==> src/hw/fme7_pkg.sv <==
// FME-7 mapper definitions
package fme7_pkg;

	// Command numbers written to $8000
	localparam logic [3:0] CMD_CHR_FIRST = 4'd0;
	localparam logic [3:0] CMD_PRG_FIRST = 4'd8;
	localparam logic [3:0] CMD_MIRROR = 4'd12;
	localparam logic [3:0] CMD_IRQ_CTRL = 4'd13;
	localparam logic [3:0] CMD_IRQ_LO = 4'd14;
	localparam logic [3:0] CMD_IRQ_HI = 4'd15;

	localparam int CHR_BANKS = 8;   // 1 kB each
	localparam int PRG_WINDOWS = 4; // 8 kB each, $6000-$DFFF

	typedef logic [4:0] prg_bank_t;
	typedef logic [7:0] chr_bank_t;

	typedef enum logic [1:0] {
		MIRROR_VERTICAL,
		MIRROR_HORIZONTAL,
		MIRROR_ONE_LOW,
		MIRROR_ONE_HIGH
	} mirror_t;

	typedef struct packed {
		logic      ram_enable;
		logic      ram_select; // RAM instead of ROM at $6000
		logic      spare;
		prg_bank_t bank;
	} prg_param_t;

	typedef struct packed {
		logic       countdown;
		logic [5:0] spare;
		logic       trigger;
	} irq_ctrl_param_t;

	// Parameter byte, meaning set by the latched command
	typedef union packed {
		chr_bank_t       chr;
		prg_param_t      prg;
		irq_ctrl_param_t irq_ctrl;
	} param_u;

	typedef struct packed {
		chr_bank_t [CHR_BANKS-1:0]   chr;
		prg_bank_t [PRG_WINDOWS-1:0] prg;
		logic                        ram_enable;
		logic                        ram_select;
		mirror_t                     mirroring;
	} bank_state_t;

	typedef struct packed {
		logic       load_lo;
		logic       load_hi;
		logic       load_ctrl;
		logic [7:0] data;
	} irq_wr_t;

endpackage

==> src/hw/cpu_bus_pkg.sv <==
// Console bus definitions
package cpu_bus_pkg;

	// Translated memory address widths
	localparam int PRG_ADDR_W = 22;
	localparam int CHR_ADDR_W = 22;

	// Register window decode
	localparam int REG_WINDOW_BIT = 15;      // $8000 and up
	localparam logic [1:0] CMD_SEL = 2'd0;   // $8000-$9FFF
	localparam logic [1:0] PARAM_SEL = 2'd1; // $A000-$BFFF

	// One CPU access as seen by the cartridge
	typedef struct packed {
		logic [15:0] addr;
		logic [7:0]  data;
		logic        write;
		logic        read;
	} cpu_bus_t;

	// PPU address into cartridge space
	typedef logic [13:0] chr_bus_t;

endpackage
==> src/hw/fme7_top.sv <==
// Sunsoft FME-7 mapper
module fme7_top (
	input  logic                               clk,
	input  logic                               rst_n,
	input  logic                               cpu_ce,
	input  cpu_bus_pkg::cpu_bus_t              cpu,
	input  cpu_bus_pkg::chr_bus_t              chr_ain,
	output logic [cpu_bus_pkg::PRG_ADDR_W-1:0] prg_addr,
	output logic                               prg_allow,
	output logic [cpu_bus_pkg::CHR_ADDR_W-1:0] chr_addr,
	output logic                               vram_a10,
	output logic                               vram_ce,
	output logic                               irq
);

	fme7_pkg::bank_state_t bank;   // Current banking state
	fme7_pkg::irq_wr_t     irq_wr; // Counter and control loads

	fme7_regs u_regs (
		.clk    (clk),
		.rst_n  (rst_n),
		.cpu_ce (cpu_ce),
		.cpu    (cpu),
		.bank   (bank),
		.irq_wr (irq_wr)
	);

	fme7_irq u_irq (
		.clk    (clk),
		.rst_n  (rst_n),
		.cpu_ce (cpu_ce),
		.irq_wr (irq_wr),
		.irq    (irq)
	);

	fme7_addr_map u_addr_map (
		.cpu       (cpu),
		.chr_ain   (chr_ain),
		.bank      (bank),
		.prg_addr  (prg_addr),
		.prg_allow (prg_allow),
		.chr_addr  (chr_addr),
		.vram_a10  (vram_a10),
		.vram_ce   (vram_ce)
	);

endmodule

==> src/hw/fme7_addr_map.sv <==
// FME-7 address translation
module fme7_addr_map (
	input  cpu_bus_pkg::cpu_bus_t                cpu,
	input  cpu_bus_pkg::chr_bus_t                chr_ain,
	input  fme7_pkg::bank_state_t                bank,
	output logic [cpu_bus_pkg::PRG_ADDR_W-1:0]   prg_addr,
	output logic                                 prg_allow,
	output logic [cpu_bus_pkg::CHR_ADDR_W-1:0]   chr_addr,
	output logic                                 vram_a10,
	output logic                                 vram_ce
);

	logic                ram_cs;  // Work RAM chip select
	fme7_pkg::prg_bank_t prg_sel;
	fme7_pkg::chr_bank_t chr_sel;

	// 8 kB PRG windows
	always_comb begin
		case (cpu.addr[15:13])
			3'b011: prg_sel = bank.prg[0]; // $6000
			3'b100: prg_sel = bank.prg[1]; // $8000
			3'b101: prg_sel = bank.prg[2]; // $A000
			3'b110: prg_sel = bank.prg[3]; // $C000
			3'b111: prg_sel = '1;          // $E000 fixed to last bank
			default: prg_sel = '0;
		endcase
	end

	assign ram_cs = !cpu.addr[15] && bank.ram_select;
	assign prg_addr = {1'b0, ram_cs, 2'b00, prg_sel, cpu.addr[12:0]};

	// ROM is read only, RAM follows its enable
	assign prg_allow = ram_cs ? bank.ram_enable : !cpu.write;

	// 1 kB CHR slices
	assign chr_sel = bank.chr[chr_ain[12:10]];
	assign chr_addr = {4'b1000, chr_sel, chr_ain[9:0]};
	assign vram_ce = chr_ain[13]; // Nametables live in console VRAM

	always_comb begin
		case (bank.mirroring)
			fme7_pkg::MIRROR_VERTICAL: vram_a10 = chr_ain[10];
			fme7_pkg::MIRROR_HORIZONTAL: vram_a10 = chr_ain[11];
			fme7_pkg::MIRROR_ONE_LOW: vram_a10 = 1'b0;
			default: vram_a10 = 1'b1;  // One screen, upper page
		endcase
	end

endmodule

==> src/hw/fme7_irq.sv <==
// FME-7 cycle counter IRQ
module fme7_irq (
	input  logic              clk,
	input  logic              rst_n,
	input  logic              cpu_ce,
	input  fme7_pkg::irq_wr_t irq_wr,
	output logic              irq
);

	logic             countdown;    // Counter runs
	logic             trigger;      // Underflow raises irq
	logic [15:0]      counter;
	logic [16:0]      counter_next; // Bit 16 is the borrow
	fme7_pkg::param_u ctrl;

	assign ctrl = irq_wr.data;
	assign counter_next = {1'b0, counter} - {16'b0, countdown};

	always_ff @(posedge clk) begin
		if (!rst_n) begin
			countdown <= 1'b0;
			trigger <= 1'b0;
			counter <= '0;
			irq <= 1'b0;
		end else if (cpu_ce) begin
			counter <= counter_next[15:0];

			// A load replaces only its own byte
			if (irq_wr.load_lo) begin
				counter[7:0] <= irq_wr.data;
			end
			if (irq_wr.load_hi) begin
				counter[15:8] <= irq_wr.data;
			end
			if (irq_wr.load_ctrl) begin
				countdown <= ctrl.irq_ctrl.countdown;
				trigger <= ctrl.irq_ctrl.trigger;
			end

			if (trigger && counter_next[16]) begin
				irq <= 1'b1;           // Wrap from 0 to FFFF
			end
			if (!trigger) begin
				irq <= 1'b0;           // Acknowledge
			end
		end
	end

endmodule

==> src/hw/fme7_regs.sv <==
// FME-7 register file
module fme7_regs (
	input  logic                  clk,
	input  logic                  rst_n,
	input  logic                  cpu_ce,
	input  cpu_bus_pkg::cpu_bus_t cpu,
	output fme7_pkg::bank_state_t bank,
	output fme7_pkg::irq_wr_t     irq_wr
);

	logic [3:0]       cmd;      // Latched command number
	logic             reg_wr;
	logic             cmd_wr;
	logic             param_wr;
	fme7_pkg::param_u param;

	// Writes land only on a CPU cycle strobe
	assign reg_wr = cpu_ce & cpu.write & cpu.addr[cpu_bus_pkg::REG_WINDOW_BIT];
	assign cmd_wr = reg_wr && (cpu.addr[14:13] == cpu_bus_pkg::CMD_SEL);
	assign param_wr = reg_wr && (cpu.addr[14:13] == cpu_bus_pkg::PARAM_SEL);
	assign param = cpu.data;

	always_ff @(posedge clk) begin
		if (!rst_n) begin
			cmd <= '0;
			bank <= '0;
		end else if (cmd_wr) begin
			cmd <= cpu.data[3:0];
		end else if (param_wr) begin
			if (cmd < fme7_pkg::CMD_PRG_FIRST) begin
				bank.chr[cmd[2:0]] <= param.chr;
			end else if (cmd < fme7_pkg::CMD_MIRROR) begin
				bank.prg[cmd[1:0]] <= param.prg.bank;
			end else if (cmd == fme7_pkg::CMD_MIRROR) begin
				bank.mirroring <= fme7_pkg::mirror_t'(param.chr[1:0]);
			end

			// The $6000 window also carries the RAM controls
			if (cmd == fme7_pkg::CMD_PRG_FIRST) begin
				bank.ram_enable <= param.prg.ram_enable;
				bank.ram_select <= param.prg.ram_select;
			end
		end
	end

	// IRQ commands pass straight through as one-cycle strobes
	always_comb begin
		irq_wr = '0;
		irq_wr.data = cpu.data;
		if (param_wr) begin
			irq_wr.load_ctrl = (cmd == fme7_pkg::CMD_IRQ_CTRL);
			irq_wr.load_lo = (cmd == fme7_pkg::CMD_IRQ_LO);
			irq_wr.load_hi = (cmd == fme7_pkg::CMD_IRQ_HI);
		end
	end

endmodule

==> config.mk <==
export PLATFORM = sky130hd
export DESIGN_NAME = fme7_top
export DESIGN_NICKNAME = d
export VERILOG_FILES = /design/src/hw/fme7_pkg.sv /design/src/hw/cpu_bus_pkg.sv /design/src/hw/fme7_top.sv /design/src/hw/fme7_addr_map.sv /design/src/hw/fme7_irq.sv /design/src/hw/fme7_regs.sv
export SDC_FILE = /design/constraint.sdc
export NUM_CORES = 1
export LEC_CHECK = 0
export ABC_CLOCK_PERIOD_IN_PS = 2200
export BUFFER_PORTS_ARGS = -buffer_cell sky130_fd_sc_hd__buf_4
export CAP_MARGIN = 20
export CORE_MARGIN = 1.5
export CORE_UTILIZATION = 52
export DETAILED_ROUTE_END_ITERATION = 7
export PLACE_DENSITY = 0.86
export SETUP_SLACK_MARGIN = 0.02
export SLEW_MARGIN = 20
export SYNTH_ARGS = -nofsm -noshare
export SYNTH_HDL_FRONTEND = slang
export SYNTH_HIERARCHICAL = 1
export SYNTH_SLANG_ARGS = --single-unit
export TNS_END_PERCENT = 30
==> constraint.sdc <==
create_clock -name clk -period 2.2 [get_ports clk]
set_clock_uncertainty 0.05 [all_clocks]
set_input_delay 0.22 -clock clk [delete_from_list [all_inputs] [get_ports clk]]
set_output_delay 0.22 -clock clk [all_outputs]
set_load 0.02 [all_outputs]
; Word level (Yosys, flattened, before mapping)
; Index checks and enable logic that the tools add are counted.
[classes]
n_reduce_logical = 16
n_lt_le_gt_ge = 7
bitwise_logic = 5
addsub = 1
eq_ne = 14
n_mux = 16
[op_table]
columns = operator, n
row1 = $bwmux W64, 1
row2 = $mux W8, 4
row3 = $pmux W5 S5, 1
row4 = $bmux W8 S3, 1
row5 = $demux W8 S3, 1
row6 = $bwmux W20, 1
row7 = $eq A4 B4 Y1 const B, 5
row8 = $sub A16 B1 Y17, 1
row9 = $eq A3 B3 Y1 const B, 4
row10 = $demux W5 S2, 1
row11 = $lt A3 B4 Y1 const B, 2
row12 = $lt A4 B4 Y1 const B, 2
row13 = $logic_and A1 B1 Y1, 6
row14 = $reduce_and A3 Y1, 2
row15 = $mux W5, 1
row16 = $reduce_and A5 Y1, 1
row17 = $eq A2 B1 Y1 const B, 2
row18 = $logic_not A2 Y1, 2
row19 = $reduce_and A2 Y1, 2
row20 = $reduce_and A4 Y1, 1
row21 = $eq A3 B2 Y1 const B, 1
row22 = $ge A3 B1 Y1 const B, 1
row23 = $lt A2 B3 Y1 const B, 1
row24 = $mux W1, 3
row25 = other kinds (8), 12
[word_totals]
out_inout_bits = 48
wordCells = 79
in_bits = 43
reg_bits = 111

; Logic depth before layout (Yosys ltp)
; Gate-level depths: netlist of run 1.
[depth]
word_depth = 5
depth_mapped = 9
ltp_nobuf = 7

; Cells and area by module
; The synthesis of run 1 kept the hierarchy.
[modules_own_cells]
columns = module, cells_each, area_each_um2, n_inst, seq_area_each_um2
row1 = fme7_regs, 348, 3584.7, 1, 1841.8
row2 = fme7_irq, 154, 1209.9, 1, 380.4
row3 = fme7_addr_map, 99, 1006.0, 1, 0.0

; Worst setup path before layout of run 1
; Ideal clock, no wire load.
[synth_timing]
path_kind = input to register
start = input cpu[24] in the netlist's numbering
end = register u_irq.counter[11]
t_arrival_ns = 1.904
setup_time_ns = 0.137
cell_stages = 7
path_buffers = 2
path_slack_ns = 0.109
required_ns = 2.013
cell_sequence = nand4b_4 buf_2 nor4_1 clkbuf_1 nor2_1 o311ai_0 o211ai_1
[synth_rtl]
columns = element, line
row1 = "start, declared", fme7_top.sv:6  ; input cpu_bus_pkg::cpu_bus_t cpu,
row2 = "end signal, assigned", fme7_irq.sv:26  ; counter <= counter_next[15:0];
row3 = "end signal, assigned", fme7_irq.sv:33  ; counter[15:8] <= irq_wr.data;
row4 = "end, declared", fme7_irq.sv:12  ; logic [15:0] counter;

; Final worst setup path of run 1
[layout_timing]
start = register u_regs.cmd[1]
end = register u_regs/bank[49] (netlist name)
[layout_between]
elab_chain_len = 5
word_cells_on_any_way = 8
cone_classes = 3 x order compare / 3 x mux / 2 x reduce/logical
[layout_rtl]
columns = element, line
row1 = "start, declared", fme7_regs.sv:11  ; logic [3:0] cmd;
row2 = "start signal, assigned", fme7_regs.sv:28  ; cmd <= cpu.data[3:0];
row3 = $lt A3 B4 Y1 (not written as such) or $ge A3 B1 Y1 (tied branches), fme7_regs.sv:31  ; bank.chr[cmd[2:0]] <= param.chr;
row4 = $logic_and A1 B1 Y1 (not written as such), fme7_regs.sv:31
row5 = $mux W8 (not written as such), fme7_regs.sv:31
row6 = $demux W8 S3, --
row7 = $bwmux W64, fme7_regs.sv:31
; Parallel ways exist; a longest one is shown, timed or not.
; A chain may end at the register's enable or synchronous reset.

==> impl.org, run 1 <==
** Cells and area
- N_diodes :: 0
- After the last flow step, the layout net total stands at 629.
- Relative to the synthesized area, the layout overhead comes to 4.29%.
- End-of-flow core utilization :: 0.558
- Share of layout cells above drive strength 1 :: 0.144
- Number of filler cells placed in the layout :: between 800 and 900

** Setup path
- At the worst endpoint, the arrival time is 2270 ps.
- Counting cells, the worst reg-to-reg path comes to 3.
- Among all stages on the critical path, the largest delay is contributed by sky130_fd_sc_hd__or4b_1.
- Critical path endpoint category :: flop
- On the worst path, the slowest cell contributes a delay of 830 ps.
- Worst Path Max Fanout :: 8
- WS Path Type :: reg -> reg
- Worst-path cell chain :: nand2_1, or4b_1, mux2i_1
- Register-to-register path setup slack :: 190 ps
- The critical path starts at u_regs/cmd[1].
- Required time of the critical path :: roughly 2500 ps
- In this run the critical register-to-register path is launched from u_regs/cmd[1].
- Reg-to-reg critical path endpoint :: u_regs/bank[49]
- The worst setup path is launched from a flop.

** Logic synthesis
- Xor and xnor fraction of the mapped netlist area :: 0
- The mapped netlist covers 5800 µm².
- Top cells by count, synth :: sky130_fd_sc_hd__nand2_1, sky130_fd_sc_hd__dfxtp_1, sky130_fd_sc_hd__mux2i_1
- Area share of the largest cell type after synthesis :: 0.383
- sky130_fd_sc_hd__dfxtp_1 takes more of the synthesized area than any other cell.
- In this run, distinct cell masters in the synthesized netlist total 57.
- Complex-gate fraction of the synthesized area :: 0.0764
- Proportion of synthesized chip area in sequential cells :: 0.383
- Simple logic cell fraction of the synthesized area :: 0.192
- For this run, the leading register cell type out of synthesis is sky130_fd_sc_hd__dfxtp_1.
- Of the total synthesized cell area, the portion taken by full adders, half adders and majority gates is 0.00431.
- By area, the combinational part of the netlist is dominated by multiplexers.
- Top-count cell post-synth :: sky130_fd_sc_hd__nand2_1
- In the synthesized netlist, the number of instances is 601.
- Share of flip-flops with an asynchronous set or reset :: 0
- Yosys mapped a number of flops with a built-in enable equal to 0.
- During synthesis, Yosys emitted a total of 6 warnings.
- In this run the mean area of a mapped cell was approximately 9.7 µm².
- After synthesis the netlist holds a flip-flop and latch count of 111.
- By area the synthesized netlist is led by sky130_fd_sc_hd__dfxtp_1, sky130_fd_sc_hd__mux2i_1, sky130_fd_sc_hd__nand2_1.
- Measured against the total synthesized area, the mux share comes to 0.252.

** Die
- Vertical die dimension :: 109 µm
- Initial core utilization :: 0.535
- The region available for standard cell placement spans 10800 µm².
- Number of ports placed on the die boundary :: between 90 and 100
- The die covers ~12000 µm².
- After floorplanning, the core was divided into 38 placement rows.
- The die is 109 µm wide.

** Hold path
- Along the worst hold path, the cell count comes to 3.
- Startpoint of the lowest-slack hold path :: cpu[9]
- The path with the worst hold slack has its endpoint at u_irq/countdown.
- The worst hold path belongs to the class in -> reg.

** Placement
- Port bufs :: 34
- Detail Placement HPWL :: 8.60 mm
- Gp weighted congestion :: 0.916

** Pwr
- In this run the static leakage power is approximately 2.5 nW.
- Power density over the cells :: 577 nW/µm²
- Maximum vdd drop :: 362 µV

** STA
- The worst pin sits at a relative slew slack of 0.570.
- Setup violations remaining at the end of the flow were counted as 0.
- Post-layout minimum cycle time :: about 2000 ps
- Pins Over Slew Limit :: 0
- For this run, the top clock speed supported by timing is 0.497 GHz.
- RSZ-0062 raised after global routing :: false
- Hold violation total from the final report :: 0
- In the finished design, the share of the clock period the worst path needs comes to 0.915.
- Setup total negative slack on the finished layout was measured at 0 ps.
- Worst-Margin Slew :: 641 ps

** GRT
- Pin count of the biggest net entering global routing :: 67
- Via count of the first global-routing pass :: 4237
- The initial antenna violation count came to 0.
- The first global-routing pass estimated a little over 20 mm of wire.
- Total track usage :: 0.225
- Remaining Overflow, GRT :: 0

** Clocking
- Number of resized instances in the post-cts repair step :: 0
- The number of clock buffers added by TritonCTS is 9.
- Clock edge transition at the registers on the reported setup and hold paths :: around 100 ps
- The number of setup buffers added after CTS is 0.
- The tree is rooted in a sky130_fd_sc_hd__clkbuf_8.
- CTS built an H-tree with a depth of 3.
- CTS tree :: built
- For this design, the sink count on the clock tree is 111.
- Counting along the longest clock path gives a buffer depth of 2.
- Count of hold-fix buffers inserted at cts :: 0
- Clock latency on the worst-skew pair, taken at its later pin, is 390 ps.

** Status
- Result of the run :: completed

** Run
- Maximum capacitance violations :: 0

** Routing
- Drt total wl :: 13.1 mm
- Initial DRC Count :: 395
- Dividing the detail-routed via count by the number of cells gives 6.03.
- The routed layout has 4399 vias.
- Before antenna repair, the detailed router went through 5 iterations.
- Average routed wire per standard cell :: roughly 18 µm
- After detailed routing, the number of remaining DRC violations is 0.
- In this run the remaining antenna-violating nets after routing total 0.
cell type report:
| type | count | area (µm²) | area share |
|---|---|---|---|
| sequential | 111 | 2220 | 0.367 |
| inverter | 6 | 22.5 | 0.00372 |
| clock inverter | 7 | 72.6 | 0.0120 |
| timing repair buffer | 47 | 353 | 0.0583 |
| tap | 140 | 175 | 0.0290 |
| clock buffer | 9 | 124 | 0.0205 |
| multi-input combinational | 409 | 3080 | 0.509 |
critical path, delay by kind of cell, from the launching register on:
| family | cells | cell delay, ps |
|---|---|---|
| and+or+nand+nor | 2 | 1070 |
| DFF | 1 | 530 |
| muxes | 1 | 290 |
per-layer routing:
layer | track usage | vias up | wire (µm)
li1 | - | 2055 | -
met1 | 0.270 | 2152 | 5420
met2 | 0.395 | 163 | 6650
met3 | 0.0395 | 29 | 711
met4 | 0.0930 | 0 | 300
met5 | 0 | - | 0
worst max path at each step:
stage,end,slack [ps],depth (start not counted)
2_1_floorplan,u_irq/counter[11],110,7
3_3_place_gp,u_regs/bank[44],280,4
3_5_place_dp,u_regs/bank[49],230,4
4_1_cts,u_regs/bank[49],220,3
5_1_grt,u_irq/irq,70,7
6_report,u_regs/bank[49],190,3
report_power, final:
| group | internal (mW) | total [mW] | leakage, nW | switching (mW) |
|---|---|---|---|---|
| sequential | 2.01 | 2.02 | 0.894 | 0.00397 |
| combinational | 0.0701 | 0.232 | 1.47 | 0.162 |
| clock | 0.528 | 1.25 | 0.0956 | 0.717 |
| total | 2.61 | 3.49 | 2.46 | 0.883 |
sequential cells by signal (all words and copies together), names as in the netlist:
name,cells
u_irq/irq,1
u_irq/counter,16
u_regs/cmd,4
u_irq/trigger,1
u_irq/countdown,1
u_regs/bank,88
cells in the final DEF (no fill, tap or decap), types with 3 or more instances in the layout:
master                      netlist  routed
sky130_fd_sc_hd__nor3_2           5       5
sky130_fd_sc_hd__dfxtp_1        111     111
sky130_fd_sc_hd__or4b_1           4       4
sky130_fd_sc_hd__mux2i_1         94      94
sky130_fd_sc_hd__nor4_2           2       4
sky130_fd_sc_hd__a22o_1           8       8
sky130_fd_sc_hd__a21oi_1         14      14
sky130_fd_sc_hd__nand3_1          9       9
sky130_fd_sc_hd__nor3b_1          4       4
sky130_fd_sc_hd__o2bb2ai_1        3       3
sky130_fd_sc_hd__a21boi_0         4       4
sky130_fd_sc_hd__nand3b_1         6       6
sky130_fd_sc_hd__clkbuf_8         0       9
sky130_fd_sc_hd__nand2_1        122     122
sky130_fd_sc_hd__conb_1           2       7
sky130_fd_sc_hd__inv_1            4       4
sky130_fd_sc_hd__nor2_1          22      22
sky130_fd_sc_hd__mux2_2           8       8
sky130_fd_sc_hd__nand4_1          6       6
sky130_fd_sc_hd__nor3_1           3       3
sky130_fd_sc_hd__o21ai_0         17      17
sky130_fd_sc_hd__and3_1           7       7
sky130_fd_sc_hd__mux4_1          16      16
sky130_fd_sc_hd__nand2b_1         5       5
sky130_fd_sc_hd__buf_4           43      47
sky130_fd_sc_hd__nor2b_1          4       4
sky130_fd_sc_hd__nor4_1           6       4
metrics by stage:
stage / worst slack [ps] / hold WS [ps] / std cells / power (mW) / cell area, µm²
2_1_floorplan: 109 / 308 / 606 / 2.30 / 5820
3_3_place_gp: 279 / 387 / 713 / 2.28 / 5850
3_5_place_dp: 233 / 390 / 713 / 2.29 / 5850
4_1_cts: 217 / 81.6 / 729 / 3.50 / 6050
5_1_grt: 72.0 / 87.5 / 729 / 3.59 / 6050
6_report: 188 / 82.3 / 729 / 3.49 / 6050
cells by family after synthesis:
family,after synthesis
compound gates,66
fa+ha+maj,2
buf+inv,86
flops,111
mux,119
other cells,2
simple gates,215
Power figures use the tool's default switching activity.
==> run 2, diff against run 1 <==
Settings changed: CELL_PAD_IN_SITES_DETAIL_PLACEMENT set to 1, CELL_PAD_IN_SITES_GLOBAL_PLACEMENT set to 1, CORE_UTILIZATION 52 to 40.
==> impl.org, run 2 (same netlist as run 1, synthesis figures left out) <==
** Cells and area
- The number of inserted diodes was 0 (unchanged).
- Number of filler cells placed in the layout :: 1556 (+74%)
- Number of nets in the layout :: 636 (+1.1%)
- Most frequent cells in the layout :: sky130_fd_sc_hd__nand2_1, sky130_fd_sc_hd__dfxtp_1, sky130_fd_sc_hd__mux2i_1
- Relative to the synthesized area, the layout overhead comes to 8.61%.
- Leaving out fill and tap cells, the most frequent cell in the layout is sky130_fd_sc_hd__nand2_1.
- Flip-flop count of the largest register after layout :: 88 (unchanged)
- Share of layout cells above drive strength 1 :: 0.152 (+0.00720)
- The largest registers in the layout are u_regs/bank x88, u_irq/counter x16, u_regs/cmd x4.
- Most flop-heavy register :: u_regs/bank

** Setup path
- The critical-path maximum fanout was 17 (+9).
- The startpoint identified for the worst register-to-register timing path is u_regs/cmd[1].
- The required arrival time at the worst endpoint is 2390 ps (-60 ps).
- The worst setup path is of the reg -> reg kind.
- The arrival time at the worst endpoint is 2150 ps (-120 ps).
- The worst setup path is launched from a flop.
- Setup crit start :: u_regs/cmd[1]
- The reg-to-reg setup timing slack came to 250 ps (+60 ps).
- Critical path endpoint category :: flop

** Routing
- The detailed-route wire length is 15.0 mm (+15%).
- The per-cell routed wire length is 19.4 µm (+8.4%).
- The number of DRC markers in iteration 0 was 300 (-24%).
- Avg Vias per Cell :: 5.66 (-6.2%)
- DRT Pass-1 Iters :: 4 (-1)
- DR DRC count :: 0 (unchanged)
- The total vias in the final route is 4379 (-0.45%).
- Antenna-violating nets left :: 0 (unchanged)

** Placement
- Gp weighted congestion :: 0.888 (-3.0%)
- Detail Placement HPWL :: 10.2 mm (+19%)
- Setup Slack @ Placement :: 250 ps (+17.4 ps)
- Port bufs :: 34 (unchanged)

** STA
- Pins Over Slew Limit :: 0 (unchanged)
- Number of setup violations in the final report :: 0 (unchanged)
- The pin slew with the least headroom to its limit is 595 ps (-45.6 ps).
- The clock period minus final worst setup slack is 1950 ps (-58.6 ps).
- The setup slack of the critical path after layout is 246 ps (+58.6 ps).
- Timing-limited maximum frequency :: 0.512 GHz (+3.0%)
- Setup repair after global routing left no endpoint under its margin.
- The total count of hold-check failures in the final report came to 0 (unchanged).
- Relative slew slack :: 0.599 (+0.0291)
- The post-route worst hold slack came to 123 ps (+40.6 ps).
- Fin Setup TNS :: 0 ps (unchanged)
- Final critical-path share of the clock period :: 0.888 (-0.0266)

** Clocking
- The level count of the clock H-tree was 3 (unchanged).
- Clock sinks :: 111 (unchanged)
- CTS buffer count :: 9 (unchanged)
- Clock edge transition at the registers on the reported setup and hold paths :: 70 ps (-30 ps)
- In this run the clock root is driven by a sky130_fd_sc_hd__clkbuf_16.
- CTS tree :: built
- The clock insertion delay at the later pin of the skew report came to 350 ps (-40 ps).
- The count of hold-fix buffers inserted at cts was 0 (unchanged).
- Buffer count from post-CTS setup fixing :: 0 (unchanged)
- Number of resized instances in the post-cts repair step :: 0 (unchanged)
- The number of buffers between clock root and the deepest sink was 2 (unchanged).

** Die
- The placeable core region came to 14000 µm² (+30%).
- The initial core utilization is 0.413 (-0.122).
- Die X-Extent :: 123 µm (+14%)
- The number of core rows came to 43 (+13%).
- Vertical die dimension :: 123 µm (+14%)
- Number of ports placed on the die boundary :: 91 (unchanged)
- Die Outline Area :: 15200 µm² (+29%)

** GRT
- Via count of the first global-routing pass :: 4554 (+7.5%)
- Total track usage :: 0.205 (-0.0194)
- Pin count of the biggest net entering global routing :: 58 (-13%)
- The first-pass GRT wire length is 23.8 mm (+15%).
- The initial antenna violation count came to 0 (unchanged).
- The global-route congestion overflow total was 0 (unchanged).

** Status
- Result of the run :: completed

** Hold path
- Startpoint of the lowest-slack hold path :: cpu[4]
- The worst hold path belongs to the class in -> reg.

** Run
- Maximum capacitance violations :: 0 (unchanged)

** Pwr
- The leakage power was 2.56 nW (+4.0%).
- Power density over the cells :: 651 nW/µm² (+13%)
- Maximum vdd drop :: 365 µV (+1.1%)
run 2: final cells by class:
cell class              instances  area (µm²)  share of cell area
multi-input cells             409        3080               0.489
clock buffers                   9         225              0.0357
clock inverters                 5         106              0.0169
repair buffers                 54         418              0.0663
well taps                     180         225              0.0357
inverters                       6        22.5             0.00357
flip-flops and latches        111        2220               0.353
run 2: critical path: stages, from the launching register on:
cell and delay, ps:
sky130_fd_sc_hd__dfxtp_1 520, sky130_fd_sc_hd__nand2_1 250, sky130_fd_sc_hd__nor4_2 310, sky130_fd_sc_hd__buf_12 190, sky130_fd_sc_hd__nand2b_1 200, sky130_fd_sc_hd__nor2_1 60
sky130_fd_sc_hd__mux2i_1 160, sky130_fd_sc_hd__a21oi_1 90
run 2: per-stage QoR:
step	util	instance area, µm²	instances	total power, mW
after floorplan	-	5820	606	2.30
after global routing	0.449	6300	774	4.24
final	0.449	6300	774	4.10
after global placement	0.425	5970	760	2.29
after detailed placement	0.425	5970	760	2.30
after CTS	0.449	6300	774	4.14
run 2: path summary, 6_finish.rpt:
kind | cells past startpoint | end
max reg2reg | 7 | u_irq/counter[8]
min | 3 | u_regs/cmd[2]
min reg2reg | 2 | u_regs/bank[10]
max | 7 | u_irq/counter[8]
run 2: per-layer routing:
metal | track usage | vias up | wire length (µm)
li1 | - | 2061 | -
met1 | 0.250 | 2214 | 6330
met2 | 0.366 | 82 | 7860
met3 | 0.0263 | 22 | 539
met4 | 0.0819 | 0 | 308
met5 | 0 | - | 0
run 2: power by group:
group / switching [mW] / total [mW] / internal, mW / leakage, nW
combinational: 0.168 / 0.239 / 0.0713 / 1.51
clock: 0.742 / 1.85 / 1.10 / 0.158
sequential: 0.00406 / 2.02 / 2.01 / 0.894
